### src/ppu_palette_ram.sv
/*
 * 32-entry palette RAM, 6 bits per colour, with the sprite backdrop entries
 * aliased onto the background backdrop entries.
 */
`timescale 1ns/1ps

module ppu_palette_ram
(
	input  logic       clk,
	input  logic [4:0] addr,
	input  logic [7:0] wdata,
	input  logic       we,
	output logic [7:0] rdata
);

	logic [5:0] mem [0:31];
	logic [4:0] idx;	// Entry after aliasing.

	// $10/$14/$18/$1C share storage with $00/$04/$08/$0C.
	always_comb
	begin
		idx = addr;
		if (addr[4] && (addr[1:0] == 2'b00))
			idx[4] = 1'b0;
	end

	always_ff @(posedge clk)
	begin
		if (we)
			mem[idx] <= wdata[5:0];	// Only 64 colours exist.
	end

	assign rdata = {2'b00, mem[idx]};

endmodule

### config.mk
export PLATFORM = sky130hd
export DESIGN_NAME = ppu_palette_ram
export DESIGN_NICKNAME = d
export VERILOG_FILES = /design/src/ppu_palette_ram.sv
export SDC_FILE = /design/constraint.sdc
export NUM_CORES = 1
export LEC_CHECK = 0
export BUFFER_PORTS_ARGS = -buffer_cell sky130_fd_sc_hd__buf_2
export CAP_MARGIN = 20
export CORE_MARGIN = 3
export CORE_UTILIZATION = 55
export DETAILED_ROUTE_END_ITERATION = 12
export GPL_ROUTABILITY_DRIVEN = 1
export PLACE_DENSITY = 0.72
export SETUP_SLACK_MARGIN = 0.1
export SLEW_MARGIN = 20
export SYNTH_ARGS = -nofsm -noshare
export SYNTH_HDL_FRONTEND = slang
export SYNTH_SLANG_ARGS = --single-unit
### constraint.sdc
create_clock -name clk -period 3.04 [get_ports clk]
set_input_delay 0.304 -clock clk [delete_from_list [all_inputs] [get_ports clk]]
set_output_delay 0.304 -clock clk [all_outputs]
set_load 0.05 [all_outputs]
==> run metrics <==
global route hottest layer met2; DIE AREA 0.0136 mm²; post-route total power 4.92 mW; TritonCTS buffer count 17; Pre-Repair DR Iteration Count 4; Max VDD drop 0.494 mV; actual slew at the worst max-slew pin 0.695 ns; Commonest cells post-synth edfxtp_1, mux4_2, nand2_1; area leader, netlist edfxtp_1; unrepaired setup endpoints after global routing false; sequential share of the synthesized area 74.9%; Biggest register mem; met1 usage 27.9%; most used cell, CP buf_2; top cell type's share of synthesized area 74.9%; Total GRT Usage 20.4%; Final Max Slew Viols 0; H-tree depth reported by CTS 4; delay-heaviest family, CP buffers and inverters; initial antenna violation count 0; crit path kind input port to output pin; post-layout util 64.5%; synth unique cells 24; Die W 117 µm; CTS Sinks 168; FP Rows 39; Initial Util 57.5%; number of synthesis warnings 0; detailed placer's ending HPWL 7.91 mm; Via density 6.17; clock slew seen by the registers of the worst setup and hold paths 0.06 ns; mapped cell area 0.00674 mm²; met3 usage in global routing 4.97%; top_reg_cell synth edfxtp_1; crit share post-route 82.4%; gpl congestion 0.782; Max-Cap Viols 0; share of layout cells above drive strength 1 24.6%; FMAX 399 MHz; first-pass GRT wire length 19.3 mm; outcome completed; Synth Register Bits 168; hold crit path type input port to flop; Req. time, crit path 2.74 ns; vias in the first global route 3,293; post-cts hold buffer count 0; GRT overflow 0; crit end category output pin; antenna cells 0; slowest CP cell mux4_2; Post-CTS Setup Inserts 0; synthesized area per cell 19.5 µm²; startpoint types input port; clock root cell clkbuf_16; number of synthesized flops with an enable pin 168; leak pwr 2.46 nW; final WL 12.7 mm; ys async rst share 0%; largest net degree at the start of global routing 32; Vias 3,265; dominant cells by area after synthesis edfxtp_1, mux4_2, mux2i_1; 1st-iter DRT viols 378; Core Area 0.0117 mm²; Finish-stage setup viols 0; largest registers in the final layout mem (168); count leader, synth edfxtp_1; Buffers on Ports 18; WL/cell 23.9 µm; post-CTS sizing 0; Setup TNS 0 ns; clk buf depth 2; crit path time final 2.50 ns; CTS tree built; synth-to-layout area growth 12.1%; drt drc 0; Buf/Inv on CP 3; max_slew headroom 53.5%; final hold vios 0; Cells after Synth 346; Critical Path Fanout Max 26; NumNets Final 388; num ports 23; P per Cell Area 652 mW/mm²; Die Y 117 µm; grt met2 use 31.5%; Worst Hold Margin 0.376 ns; max reg flops 168; Critical Path AT 2.20 ns; Crit path largest cell delay 0.50 ns; ANT nets after route 0; worst path cell trace buf_2 -> buf_12 -> mux2i_1 -> mux4_2 -> o22a_1 -> nand3_1 -> buf_2
[worst paths after layout]
| path | from | to | slack (ns) | depth (start not counted) |
|---|---|---|---|---|
| hold / removal | wdata[4] | mem[6][4] | 0.38 | 1 |
| setup / recovery | addr[1] | rdata[1] | 0.54 | 7 |
[power by group]
group	switching [mW]	internal [mW]	total, mW
combinational	0.198	0.105	0.303
sequential	0.00674	2.58	2.59
clock	0.833	1.20	2.04
[routing by layer]
layer	wire [µm]	part of all wire, %	up-vias
li1	-	-	1453
met1	5450	43	1679
met2	6160	49	104
met3	735	5.8	29
met4	315	2.5	0
met5	0	0	-
[cell type report]
type | count | area [µm²]
sequential | 168 | 5040
fill | 780 | 4160
multi-input combinational | 156 | 1550
clock buffer | 20 | 437
timing repair buffer | 29 | 210
tap | 143 | 179
clock inverter | 12 | 129
inverter | 1 | 3.75
[through the flow]
step | cells | setup WS (ns) | instance area (µm²)
2_1_floorplan | 347 | 0.882 | 6740
3_3_place_gp | 497 | 0.528 | 6990
3_5_place_dp | 497 | 0.516 | 6990
4_1_cts | 529 | 0.515 | 7550
5_1_grt | 529 | 0.446 | 7550
6_report | 529 | 0.535 | 7550
[logic make-up (layout without fill, tap and decap cells)]
kind of cell           after synthesis  after routing  share of synthesized area, %
other                                1              2                        0.0557
muxes                               60             60                          15.6
and+or+nand+nor                     74             74                          4.96
buffers and inverters               23             62                          2.21
AOI/OAI and AO/OA                   20             20                          2.30
DFF                                168            168                          74.9
[placed cells by master (no fill, tap or decap), drive strengths merged, types with 6 or more instances in the layout]
master and count:
mux2i 24, mux4 36, a22oi 12, clkbuf 20, edfxtp 168, buf 29
nand2 26, o22a 6, nand3 11, nor3 8, nor2 22
(Power assumes the default switching activity.)
