===== config.mk =====
export PLATFORM = sky130hd
export DESIGN_NAME = ppu_oam
export DESIGN_NICKNAME = d
export VERILOG_FILES = /design/src/ppu_oam.sv
export SDC_FILE = /design/constraint.sdc
export NUM_CORES = 2
export LEC_CHECK = 0
export BUFFER_PORTS_ARGS = -buffer_cell sky130_fd_sc_hd__buf_2
export CAP_MARGIN = 20
export CELL_PAD_IN_SITES_DETAIL_PLACEMENT = 0
export CELL_PAD_IN_SITES_GLOBAL_PLACEMENT = 1
export CORE_ASPECT_RATIO = 1.75
export CORE_MARGIN = 3
export CORE_UTILIZATION = 40
export CTS_CLUSTER_SIZE = 8
export DETAILED_ROUTE_END_ITERATION = 6
export PLACE_DENSITY_LB_ADDON = 0.1
export SYNTH_ARGS = -nofsm -noshare
export SYNTH_HDL_FRONTEND = slang
export SYNTH_SLANG_ARGS = --single-unit

===== constraint.sdc =====
create_clock -name clk -period 3.8 [get_ports clk]
set_clock_uncertainty 0.2 [all_clocks]
set_input_delay 0.38 -clock clk [delete_from_list [all_inputs] [get_ports clk]]
set_output_delay 0.38 -clock clk [all_outputs]
set_load 0.02 [all_outputs]

===== src/ppu_oam.sv =====
/*
 * 256-byte sprite attribute memory.
 */
`timescale 1ns/1ps

module ppu_oam
(
	input  logic       clk,
	input  logic [7:0] addr,
	input  logic [7:0] wdata,
	input  logic       we,
	output logic [7:0] rdata
);

	logic [7:0] mem [0:255];	// 64 sprites, 4 bytes each.

	always_ff @(posedge clk)
	begin
		if (we)
			mem[addr] <= wdata;
	end

	assign rdata = mem[addr];	// Combinational read.

endmodule


==> summary.md <==
| Metric | Value |
|---|---|
| Outcome | finished with violations |
| Pwr dens | 533 mW/mm2 |
| Share of cells above drive strength 1 | 0.373 |
| H-tree depth | 5 |
| Area leader, netlist | edfxtp_1 |
| CP Capture Type | primary output |
| Worst hold path depth | 1 |
| TritonCTS clock tree | yes |
| CTS Buffer Depth | 4 |
| CP max stage delay | around 0.54 ns |
| Final cycle utilization of the critical path | 1.02 |
| Register bit count reported by yosys | 2048 |
| Vias | 38900 |
| Total GRT Usage | 0.220 |
| Leakage | 30.0 nW |
| First-pass GRT wire length | 317000 um |
| Layout area overhead | 20.9% |
| Hold Slack | -0.0261 ns |
| Min-Delay Path Class | in -> reg |
| Total wire length | 220000 um |
| Setup WS pre-CTS | -0.752 ns |
| Die Area | about 0.2 mm2 |
| Placed Instances | 6493 |
| Slew HR | 0.191 |
| Die Y | 591 um |
| Busiest grt layer | met2 |
| Mapped Avg Cell Area | 22.1 um2 |
| Io pins | 26 |
| Site Rows | 214 |
| Max reg flops | 2048 |
| DRT iter0 DRCs | 3341 |
| Gpl congestion | about 0.84 |
| Slowest CP cell | o41ai_4 |
| Minimum clock period | 3.88 ns |
| Fraction of registers with async set/reset | 0 |
| Critical path type | reg -> out |
| Starting density of the core | 0.403 |
| Max Cap Violations | 0 |
| Setup crit start | mem[139][4] |
| VDD IR max | 330 uV |
| Synth Warn # | 0 |
| DR pass1 iterations | 5 |
| Post-Route Setup TNS | -0.176 ns |
| Synth cell types | 21 |
| Area of the multi-input gates | 0.0167 mm2 |
| Number of global-route vias before repair | 42500 |
| Most common cell in the netlist | edfxtp_1 |
| Hold Startpoint | wdata[6] |
| Hpwl dp | about 140000 um |
| IO buf count | 25 |
| CP max FO | 1 |
| Number of flops mapped to enable cells by yosys | 2048 |
| # setup viols final | 3 |
| Most flops, register | mem |
| Startpoint types | flop |
| FF+latch area | 0.0615 mm2 |
| M1 GR Usage | 0.257 |
| Met3 usage | 0.0300 |
| Cell Area, Synth | 0.0783 mm2 |
| Antenna Nets Post-Route | 0 |
| Final cell count without fillers | 6822 |
| Biggest regs | mem (2048) |
| Die extent in x | between 300 and 400 um |
| Core Area | 0.194 mm2 |
| Prevailing post-synth register cell | edfxtp_1 |
| Syn_nets | 3557 |
| Crit-path cells | mux4_2, a22oi_1, a21oi_4, o41ai_4, buf_4, nand4_1, buf_6 |
| Pin count of the biggest net entering global routing | 109 |
| Ranking of synthesized cells by area | edfxtp_1, mux4_2, a22oi_1, nor2_1, a21oi_1 |
| Initial antenna violation count | 8 |
| Via-to-Cell Ratio | between 5 and 6 |
| Clock Sink Count | 2048 |
| WP data required | 3.22 ns |
| Post-synth top area share | 0.785 |
| Violated checks | negative hold slack, negative setup slack |
| Worst setup slack after layout | -0.0765 ns |
| Worst-path clk slew | 0.05 ns |
| Filler instances | ~16000 |
| Global route overflow | 0 |
| GR Util met2 | 0.413 |
| RSZ-0062 raised after global routing | true |
| Crit path arrival time | 3.30 ns |
| Post-synthesis cell count | approximately 3500 |
| Tot Pwr | 50.5 mW |
| Register area share after synthesis | 0.785 |
| DRC errors left | 0 |
| Fmax achieved | around 0.26 GHz |
| Routed WL per cell | 32.3 um |
| Inserted Clock Buffers | roughly 300 |
| Post-synth top cells | edfxtp_1, mux4_2, a22oi_1 |
| Clk root buf | clkbuf_16 |
| Worst-Margin Slew | 1.21 ns |
| Max-slew violations | 0 |
| Final Hold Vio Count | 9 |
| Final net count | 4223 |
[worst max-delay path, delay by kind of cell (launching register included)]
kind            cells  cell delay (ns)
compound gates      3             1.00
mux                 1             0.48
buf+inv             2             0.42
flops               1             0.37
simple gates        1             0.20
[kinds of logic after synthesis]
logic type             count (synthesis)  share of synthesized area
and+or+nand+nor                      330                     0.0174
AOI/OAI and AO/OA                    416                     0.0363
muxes                                512                      0.147
DFF                                 2048                      0.785
buffers and inverters                233                     0.0140
[through the flow]
stage | utilization | area, um2
floorplan | - | 78300
global placement | 0.441 | 85800
detailed placement | 0.441 | 85800
CTS | 0.485 | 94300
global route | 0.487 | 94700
finish | 0.487 | 94700
[cell type report]
class                           instances  share of cell area
Tap cell                             2592              0.0342
Sequential cell                      2048               0.649
Clock inverter                         13             0.00140
Inverter                                1           0.0000396
Multi-Input combinational cell       1258               0.176
Antenna cell                            4            0.000106
Timing Repair Buffer                  598              0.0578
Clock buffer                          308              0.0809
[power by group]
| part | internal (mW) | switching (mW) |
|---|---|---|
| clock | 14.1 | 8.84 |
| combinational | 1.01 | 1.62 |
| sequential | 25.0 | 0.0108 |
[layer usage]
layer / vias to the layer above / routed length, um
li1: 16200 / -
met1: 21200 / 80600
met2: 1098 / 123000
met3: 336 / 9340
met4: 2 / 7360
met5: - / 11
[cells in the final DEF (no fill, tap or decap), types with 5 or more instances in the layout]
cell	n
nand2_1	28
inv_6	10
a21oi_4	8
nand3_1	13
o41ai_1	5
a22oi_1	185
edfxtp_1	2048
o41ai_2	13
nand2b_1	5
buf_12	66
a21oi_1	84
mux4_2	512
a21oi_2	36
clkbuf_16	306
buf_4	495
nor3_1	30
nor2_1	231
nand4_1	8
buf_2	7
a22oi_2	71
buf_6	16
clkbuf_8	6
o41ai_4	14
[what timing repair did]
item / 4_1_cts / 5_1_grt
buffers inserted: 10 / 0
hold buffers: 3 / 0
endpoints found under the setup margin: 8 / 8
gates resized for setup: 119 / 76
pin swaps: 42 / 40
hold endpoints to repair: 132 / 0
[final timing paths]
kind	end	slack, ns
worst min-delay path	mem[99][6]	-0.03
worst max-delay path	rdata[4]	-0.08
(Power assumes the default switching activity.)
