`src/ppu_pkg.sv`:
```
/*
 * Shared PPU definitions: register numbers, control, mask, status and
 * render-flag structs, the 14-bit PPU address type and the palette page.
 */
package ppu_pkg;

	// CPU-visible register numbers, selected by the 3-bit register address.
	localparam logic [2:0] REG_PPUCTRL   = 3'd0;	// Control, write only.
	localparam logic [2:0] REG_PPUMASK   = 3'd1;	// Render mask, write only.
	localparam logic [2:0] REG_PPUSTATUS = 3'd2;	// Status flags, read only.
	localparam logic [2:0] REG_OAMADDR   = 3'd3;	// OAM pointer.
	localparam logic [2:0] REG_OAMDATA   = 3'd4;	// OAM data port.
	localparam logic [2:0] REG_PPUSCROLL = 3'd5;	// Scroll, ignored here.
	localparam logic [2:0] REG_PPUADDR   = 3'd6;	// VRAM pointer, two writes.
	localparam logic [2:0] REG_PPUDATA   = 3'd7;	// VRAM data port.

	localparam logic [5:0] PALETTE_PAGE = 6'h3F;	// Upper address bits of palette space.

	typedef logic [13:0] ppu_addr_t;	// PPU bus address.

	typedef struct packed {
		logic       nmi_enable;		// Bit 7, NMI at vblank start.
		logic       master_slave;	// Bit 6, EXT pin direction.
		logic       sprite_size;	// Bit 5, 8x8 or 8x16.
		logic       bg_pt_addr;		// Bit 4, background pattern table.
		logic       spr_pt_addr;	// Bit 3, sprite pattern table.
		logic       vram_addr_inc;	// Bit 2, add 1 or 32 per PPUDATA access.
		logic [1:0] base_nt_addr;	// Bits 1:0, base nametable.
	} ppu_ctrl_t;

	typedef struct packed {
		logic [2:0] color_emph_bgr;	// Bits 7:5, colour emphasis.
		logic       show_spr;		// Bit 4.
		logic       show_bg;		// Bit 3.
		logic       show_spr_left;	// Bit 2, leftmost 8 pixels.
		logic       show_bg_left;	// Bit 1, leftmost 8 pixels.
		logic       grayscale;		// Bit 0.
	} ppu_mask_t;

	// Levels from the renderer.
	typedef struct packed {
		logic spr0_hit;
		logic spr_overflow;
	} ppu_render_flags_t;

	typedef struct packed {
		logic       vblank;		// Bit 7, cleared by a status read.
		logic       spr0_hit;		// Bit 6.
		logic       spr_overflow;	// Bit 5.
		logic [4:0] last_write_lsb;	// Bits 4:0, stale bus bits.
	} ppu_status_t;

endpackage

```
`src/ppu_reg.sv`:
```
/*
 * CPU register interface of the PPU: chip-select edge detect, register decode,
 * VRAM and OAM pointers, status flags and the memory write strobes.
 */
`timescale 1ns/1ps

module ppu_reg
(
	input  logic                         clk,
	input  logic                         reset,
	input  logic                         cs_n,		// Chip select, active low.
	input  logic                         we,		// Level, 1 for a write access.
	input  logic [2:0]                   reg_addr,		// Register number.
	input  logic [7:0]                   cpu_wdata,
	output logic [7:0]                   cpu_rdata,
	input  logic                         vblank_start,	// One-cycle pulse.
	input  ppu_pkg::ppu_render_flags_t   render_flags,
	output ppu_pkg::ppu_ctrl_t           ctrl,
	output ppu_pkg::ppu_mask_t           mask,
	output ppu_pkg::ppu_addr_t           nt_addr,
	output logic [7:0]                   nt_wdata,
	output logic                         nt_we,
	input  logic [7:0]                   nt_rdata,
	output logic [7:0]                   oam_addr,
	output logic [7:0]                   oam_wdata,
	output logic                         oam_we,
	input  logic [7:0]                   oam_rdata,
	output logic [4:0]                   pal_addr,
	output logic [7:0]                   pal_wdata,
	output logic                         pal_we,
	input  logic [7:0]                   pal_rdata
);

	logic                  cs_n_q;		// Chip select one edge ago.
	logic                  access;		// Accepting edge of an access.
	logic                  pal_sel;		// Pointer is in the palette page.
	logic                  inc_pend;	// PPUDATA pointer step due next edge.
	logic                  oam_inc_pend;	// OAM pointer step due next edge.
	logic                  stat_clr_pend;	// Status read side effects due.
	logic                  vblank;
	logic                  toggle;		// 0 = high byte next, 1 = low byte.
	logic [4:0]            last_write_lsb;
	ppu_pkg::ppu_addr_t    vaddr;		// PPUADDR/PPUDATA pointer.
	ppu_pkg::ppu_status_t  status;

	assign access  = ~cs_n & cs_n_q;	// Falling edge of cs_n.
	assign pal_sel = (vaddr[13:8] == ppu_pkg::PALETTE_PAGE);
	assign nt_addr  = vaddr;
	assign pal_addr = vaddr[4:0];	// Palette RAM handles the aliasing.

	always_comb
	begin
		status.vblank         = vblank;
		status.spr0_hit       = render_flags.spr0_hit;	// Sampled at the read.
		status.spr_overflow   = render_flags.spr_overflow;
		status.last_write_lsb = last_write_lsb;
	end

	always_ff @(posedge clk or posedge reset)
	begin
		if (reset)
		begin
			cs_n_q         <= 1'b1;	// Idle bus.
			cpu_rdata      <= '0;
			ctrl           <= '0;
			mask           <= '0;
			vaddr          <= '0;
			toggle         <= 1'b0;
			vblank         <= 1'b0;
			last_write_lsb <= '0;
			inc_pend       <= 1'b0;
			oam_inc_pend   <= 1'b0;
			stat_clr_pend  <= 1'b0;
			oam_addr       <= '0;
			oam_wdata      <= '0;
			oam_we         <= 1'b0;
			nt_wdata       <= '0;
			nt_we          <= 1'b0;
			pal_wdata      <= '0;
			pal_we         <= 1'b0;
		end
		else
		begin
			cs_n_q <= cs_n;

			// Strobes and pending steps last one cycle.
			nt_we         <= 1'b0;
			oam_we        <= 1'b0;
			pal_we        <= 1'b0;
			inc_pend      <= 1'b0;
			oam_inc_pend  <= 1'b0;
			stat_clr_pend <= 1'b0;

			// Edge A+1 of a PPUDATA access, after the write has landed.
			if (inc_pend)
				vaddr <= vaddr + (ctrl.vram_addr_inc ? 14'd32 : 14'd1);
			if (oam_inc_pend)
				oam_addr <= oam_addr + 8'd1;
			if (stat_clr_pend)
			begin
				vblank <= 1'b0;
				toggle <= 1'b0;	// Next PPUADDR write is the high byte.
			end
			if (vblank_start)
				vblank <= 1'b1;	// A new frame wins over the clear.

			if (access)
			begin
				if (we)
					last_write_lsb <= cpu_wdata[4:0];	// Any register.
				case (reg_addr)
					ppu_pkg::REG_PPUCTRL:
						if (we)
							ctrl <= ppu_pkg::ppu_ctrl_t'(cpu_wdata);
					ppu_pkg::REG_PPUMASK:
						if (we)
							mask <= ppu_pkg::ppu_mask_t'(cpu_wdata);
					ppu_pkg::REG_PPUSTATUS:
						if (!we)
						begin
							cpu_rdata     <= status;
							stat_clr_pend <= 1'b1;
						end
					ppu_pkg::REG_OAMADDR:
						if (we)
							oam_addr <= cpu_wdata;
					ppu_pkg::REG_OAMDATA:
						if (we)
						begin
							oam_wdata    <= cpu_wdata;
							oam_we       <= 1'b1;	// Lands at A+1, old address.
							oam_inc_pend <= 1'b1;
						end
						else
							cpu_rdata <= oam_rdata;	// No pointer step on reads.
					ppu_pkg::REG_PPUSCROLL: ;	// Taken, no scroll state kept.
					ppu_pkg::REG_PPUADDR:
						if (we)
						begin
							if (toggle)
								vaddr[7:0] <= cpu_wdata;
							else
								vaddr[13:8] <= cpu_wdata[5:0];	// 14-bit space.
							toggle <= ~toggle;
						end
					ppu_pkg::REG_PPUDATA:
					begin
						if (we)
						begin
							if (pal_sel)
							begin
								pal_wdata <= cpu_wdata;
								pal_we    <= 1'b1;
							end
							else
							begin
								nt_wdata <= cpu_wdata;
								nt_we    <= 1'b1;
							end
						end
						else
							cpu_rdata <= pal_sel ? pal_rdata : nt_rdata;	// Unbuffered.
						inc_pend <= 1'b1;	// Step on reads and writes.
					end
				endcase
			end
		end
	end

endmodule

```
`config.mk`:
```
export PLATFORM = sky130hd
export DESIGN_NAME = ppu_reg
export DESIGN_NICKNAME = d
export VERILOG_FILES = /design/src/ppu_pkg.sv /design/src/ppu_reg.sv
export SDC_FILE = /design/constraint.sdc
export NUM_CORES = 1
export LEC_CHECK = 0
export BUFFER_PORTS_ARGS = -buffer_cell sky130_fd_sc_hd__buf_2
export CORE_UTILIZATION = 56
export CTS_CLUSTER_SIZE = 24
export DETAILED_ROUTE_END_ITERATION = 10
export PLACE_DENSITY = 0.85
export SLEW_MARGIN = 0
export SYNTH_ARGS = -nofsm -noshare
export SYNTH_HDL_FRONTEND = slang
export SYNTH_SLANG_ARGS = --single-unit
```
`constraint.sdc`:
```
create_clock -name clk -period 3.7 [get_ports clk]
set_input_delay 0.185 -clock clk [delete_from_list [all_inputs] [get_ports clk]]
set_output_delay 0.185 -clock clk [all_outputs]
set_load 0.01 [all_outputs]
```
==> metrics.txt <==
# TYPE chip_impl_metric gauge
chip_impl_metric{name="floorplan.initialDensity",unit=""} 0.5754
chip_impl_metric{name="num-nets-final",unit=""} 533
chip_impl_metric{name="synth.ff_latch_count",unit=""} 83
chip_impl_metric{name="placed_cells_incl_taps",unit=""} 573
chip_impl_metric{name="port_buffers",unit=""} 119
chip_impl_metric{name="core",unit="mm2"} 0.007214
chip_impl_metric{name="rows",unit=""} 31
chip_impl_metric{name="yosysWarningCount",unit=""} 0
chip_impl_metric{name="ant_nets",unit=""} 0
chip_impl_metric{name="routed-via-count",unit=""} 3365
chip_impl_metric{name="synth_area_per_cell",unit="um2"} 10.90
chip_impl_metric{name="die_y",unit="um"} 88.10
chip_impl_metric{name="finalWorstPathRequiredPeriod",unit="ns"} 2.018
chip_impl_metric{name="io_pins",unit=""} 120
chip_impl_metric{name="insertion_delay",unit="ns"} 0.36
chip_impl_metric{name="power_report.internal_total",unit="W"} 0.001888
chip_impl_metric{name="post_drt_via_cell_ratio",unit=""} 5.694
chip_impl_metric{name="antenna_violations_before_repair",unit=""} 0
chip_impl_info{name="outcome",value="finished, final reports clean"} 1
chip_impl_info{name="post_synth_main_area_contributors",value="sky130_fd_sc_hd__dfrtp_1 49%, sky130_fd_sc_hd__mux2_2 11%, sky130_fd_sc_hd__nand2_1 6.1%, sky130_fd_sc_hd__mux2_4 2.9%, sky130_fd_sc_hd__o21ai_0 2.2%"} 1
chip_impl_info{name="crit_path_end_kind",value="flop"} 1
chip_impl_metric{name="maxCapViolCount",unit=""} 0
chip_impl_metric{name="max-slew-margin-rel",unit=""} 0.2840
chip_impl_metric{name="htree_num_levels",unit=""} 3
chip_impl_metric{name="switching_power",unit="W"} 0.001105
chip_impl_metric{name="postCtsSetupBuffers",unit=""} 0
chip_impl_metric{name="grt_use_total",unit=""} 0.2715
chip_impl_metric{name="synth_top_area_share",unit=""} 0.4943
chip_impl_metric{name="clk_pin_slew_worst_paths",unit="ns"} 0.09
chip_impl_metric{name="clkPwrFrac",unit=""} 0.213
chip_impl_metric{name="accumulated_negative_setup_slack",unit="ns"} 0
chip_impl_metric{name="drc_violations_left",unit=""} 0
chip_impl_info{name="min-delay-path-class",value="input port to asynchronous set/reset pin"} 1
chip_impl_info{name="critPathKind",value="flop to flop"} 1
chip_impl_metric{name="layout-drive-gt1-share",unit=""} 0.3984
chip_impl_metric{name="finalHoldViolations",unit=""} 0
chip_impl_info{name="kind_of_start_point_of_the_critical_path",value="flop"} 1
chip_impl_metric{name="power.share.sequential",unit=""} 0.457
chip_impl_metric{name="chipWidth",unit="um"} 88.10
chip_impl_metric{name="fin_area",unit="mm2"} 0.004935
chip_impl_metric{name="postSynth.asyncResetShare",unit=""} 1.000
chip_impl_metric{name="first_global_vias",unit=""} 3161
chip_impl_metric{name="fin_skew",unit="ns"} 0.009955
chip_impl_metric{name="total_chip_power",unit="W"} 0.002993
chip_impl_metric{name="placedInstanceArea",unit="mm2"} 0.004723
chip_impl_info{name="ys_top_cells_by_count",value="82 x sky130_fd_sc_hd__dfrtp_1, 67 x sky130_fd_sc_hd__nand2_1, 40 x sky130_fd_sc_hd__mux2_2"} 1
chip_impl_metric{name="synth_enable_flop_cells",unit=""} 0
chip_impl_metric{name="finalMaxSlewViolations",unit=""} 0
chip_impl_metric{name="area.growth.synth_to_final",unit="%"} 18.87
chip_impl_metric{name="setup_viol",unit=""} 0
chip_impl_metric{name="path_max_fanout",unit=""} 21
chip_impl_metric{name="finalWirelength",unit="um"} 10010
chip_impl_metric{name="mapped_cell_area",unit="mm2"} 0.004151
chip_impl_metric{name="final.period_utilization",unit=""} 0.5455
chip_impl_metric{name="globalplace.congestion",unit=""} 0.8095
chip_impl_metric{name="power.switching_fraction",unit=""} 0.3693
chip_impl_metric{name="achievable-frequency",unit="MHz"} 495.4
chip_impl_metric{name="detail_route.first_pass.iterations",unit=""} 4
chip_impl_metric{name="violation_count_after_the_first_detailed_route_iteration",unit=""} 183
chip_impl_metric{name="leakagePower",unit="nW"} 2.372
chip_impl_info{name="unrepaired_setup_endpoints_after_global_routing",value="no"} 1
chip_impl_info{name="synth_top_flop_cell",value="sky130_fd_sc_hd__dfrtp_1"} 1
chip_impl_info{name="cts_tree",value="yes"} 1
chip_impl_metric{name="synth_cells",unit=""} 381
chip_impl_metric{name="dieArea",unit="mm2"} 0.007762
chip_impl_metric{name="yosysSeqAreaShare",unit=""} 0.5006
chip_impl_metric{name="global_route_wire_length_before_repair",unit="um"} 15720
chip_impl_metric{name="combinationalPowerShare",unit=""} 0.330
chip_impl_metric{name="synthDistinctLibCells",unit=""} 56
chip_impl_metric{name="clock-sinks",unit=""} 83
chip_impl_info{name="ctsRootBufferMaster",value="sky130_fd_sc_hd__clkbuf_8"} 1
chip_impl_metric{name="transition_time_at_the_pin_with_the_least_slew_margin",unit="ns"} 1.074
chip_impl_metric{name="cts_max_path_buffers",unit=""} 2
chip_impl_metric{name="antenna_cells",unit=""} 0
chip_impl_metric{name="cp.required",unit="ns"} 3.95
chip_impl_metric{name="grt_start_max_net_pins",unit=""} 62
chip_impl_metric{name="timing.critical_path.arrival",unit="ns"} 2.27
chip_impl_metric{name="postSynthNetCount",unit=""} 427
chip_impl_info{name="synth_area_leader_cell",value="sky130_fd_sc_hd__dfrtp_1"} 1
chip_impl_metric{name="cts_buffers",unit=""} 9
chip_impl_info{name="synthMostInstantiatedCell",value="sky130_fd_sc_hd__dfrtp_1"} 1
chip_impl_metric{name="detail_route.wl_per_cell",unit="um"} 16.94
chip_impl_metric{name="place_hpwl",unit="um"} 6880
chip_impl_metric{name="ir_drop",unit="mV"} 0.3649
chip_impl_metric{name="layoutNonFillerInstCount",unit=""} 591
chip_impl_metric{name="power_per_cell_area",unit="mW/mm2"} 606.5
chip_impl_metric{name="grt_overflow_total",unit=""} 0
-- kinds of logic after synthesis --
family | after synthesis | share of synthesized area
DFF | 83 | 0.5006
muxes | 54 | 0.1519
buffers and inverters | 36 | 0.04581
xor gates and xnor gates | 14 | 0.02954
AOI/OAI and AO/OA | 65 | 0.1091
adders and majority gates | 4 | 0.01206
and+or+nand+nor | 125 | 0.1510
-- state kept, by name, summed over array words and instances, names as in the netlist, 8 cells and up --
register / cells
nt_addr: 14
cpu_rdata: 8
ctrl: 8
mask: 8
nt_wdata: 8
oam_addr: 8
oam_wdata: 8
pal_wdata: 8
-- final timing paths --
| kind | to | from | cells past startpoint | slack (ns) |
|---|---|---|---|---|
| setup / recovery | pal_wdata[4] | cs_n_q | 3 | 1.68 |
| hold / removal | cpu_rdata[1] | reset | 2 | 0.04 |
| setup reg to reg | pal_wdata[4] | cs_n_q | 3 | 1.68 |
| hold reg to reg | nt_wdata[4] | nt_wdata[4] | 1 | 0.50 |
| max in group asynchronous | nt_addr[6] | reset | 3 | 2.78 |
| min in group clk | stat_clr_pend | we | 2 | 0.08 |
-- worst max-delay path: stages (launching register included) --
cell and delay, ns:
sky130_fd_sc_hd__dfstp_2 0.59, sky130_fd_sc_hd__and3b_2 0.44, sky130_fd_sc_hd__and3_1 0.48, sky130_fd_sc_hd__mux2_2 0.39
-- cell type report --
type	count	area, um2
multi-input combinational	262	1883
fill	541	2280
clock inverter	6	53.80
tap	99	123.9
timing repair buffer	122	623.1
clock buffer	10	137.6
inverter	9	35.03
sequential	83	2078
-- per-stage QoR --
| stage | setup slack, ns | util | hold WS, ns |
|---|---|---|---|
| after floorplan | 1.380 | - | 0.1895 |
| after global placement | 1.728 | 0.6547 | 0.3287 |
| after detailed placement | 1.634 | 0.6547 | 0.3388 |
| after CTS | 1.692 | 0.6840 | 0.07395 |
| after global routing | 1.599 | 0.6840 | 0.08204 |
| final | 1.682 | 0.6840 | 0.04118 |
-- timing repair --
action / CTS / global route
hold buffers: 2 / 0
setup endpoints to repair: 0 / 0
endpoints found under the hold margin: 2 / 0
gates resized for setup: 0 / 0
-- routing by layer --
layer	GRT usage	vias up	wire length (um)
li1	-	1563	-
met1	0.3745	1666	4253
met2	0.4383	122	5053
met3	0.06692	14	594
met4	0.06305	0	107
met5	0	-	0
-- cells in the final DEF (no fill, tap or decap), types with 2 or more instances in the layout --
master	netlist	routed
sky130_fd_sc_hd__a21boi_0	2	2
sky130_fd_sc_hd__dfrtp_1	82	82
sky130_fd_sc_hd__clkbuf_8	0	10
sky130_fd_sc_hd__a31oi_1	11	11
sky130_fd_sc_hd__mux2_2	40	40
sky130_fd_sc_hd__a32o_1	3	3
sky130_fd_sc_hd__nand2b_1	2	2
sky130_fd_sc_hd__nand4_1	11	11
sky130_fd_sc_hd__and4_1	2	2
sky130_fd_sc_hd__inv_1	9	8
sky130_fd_sc_hd__o21ai_0	18	18
sky130_fd_sc_hd__xor2_1	7	7
sky130_fd_sc_hd__and3_1	6	6
sky130_fd_sc_hd__a22oi_1	4	4
sky130_fd_sc_hd__nor2b_1	3	3
sky130_fd_sc_hd__buf_2	10	119
sky130_fd_sc_hd__a211oi_1	3	3
sky130_fd_sc_hd__inv_6	0	4
sky130_fd_sc_hd__mux2_4	8	8
sky130_fd_sc_hd__nand3_1	4	4
sky130_fd_sc_hd__dlygate4sd3_1	0	2
sky130_fd_sc_hd__mux2i_1	6	6
sky130_fd_sc_hd__ha_1	4	4
sky130_fd_sc_hd__a21oi_1	7	7
sky130_fd_sc_hd__o21ai_1	2	2
sky130_fd_sc_hd__a31oi_2	2	2
sky130_fd_sc_hd__a2bb2oi_1	4	4
sky130_fd_sc_hd__xnor2_1	7	7
sky130_fd_sc_hd__nand2_1	67	67
sky130_fd_sc_hd__or3_1	2	2
sky130_fd_sc_hd__nor2_1	15	15
-- power groups by stage --
stage | sequential, W | clock, W | combinational [W]
floorplan | 0.00145 | 0 | 0.000533
global placement | 0.00136 | 0 | 0.000949
detailed placement | 0.00137 | 0 | 0.000987
CTS | 0.00136 | 0.000648 | 0.000994
global route | 0.00139 | 0.000692 | 0.00109
finish | 0.00137 | 0.000638 | 0.000988
Power figures use the tool's default switching activity.
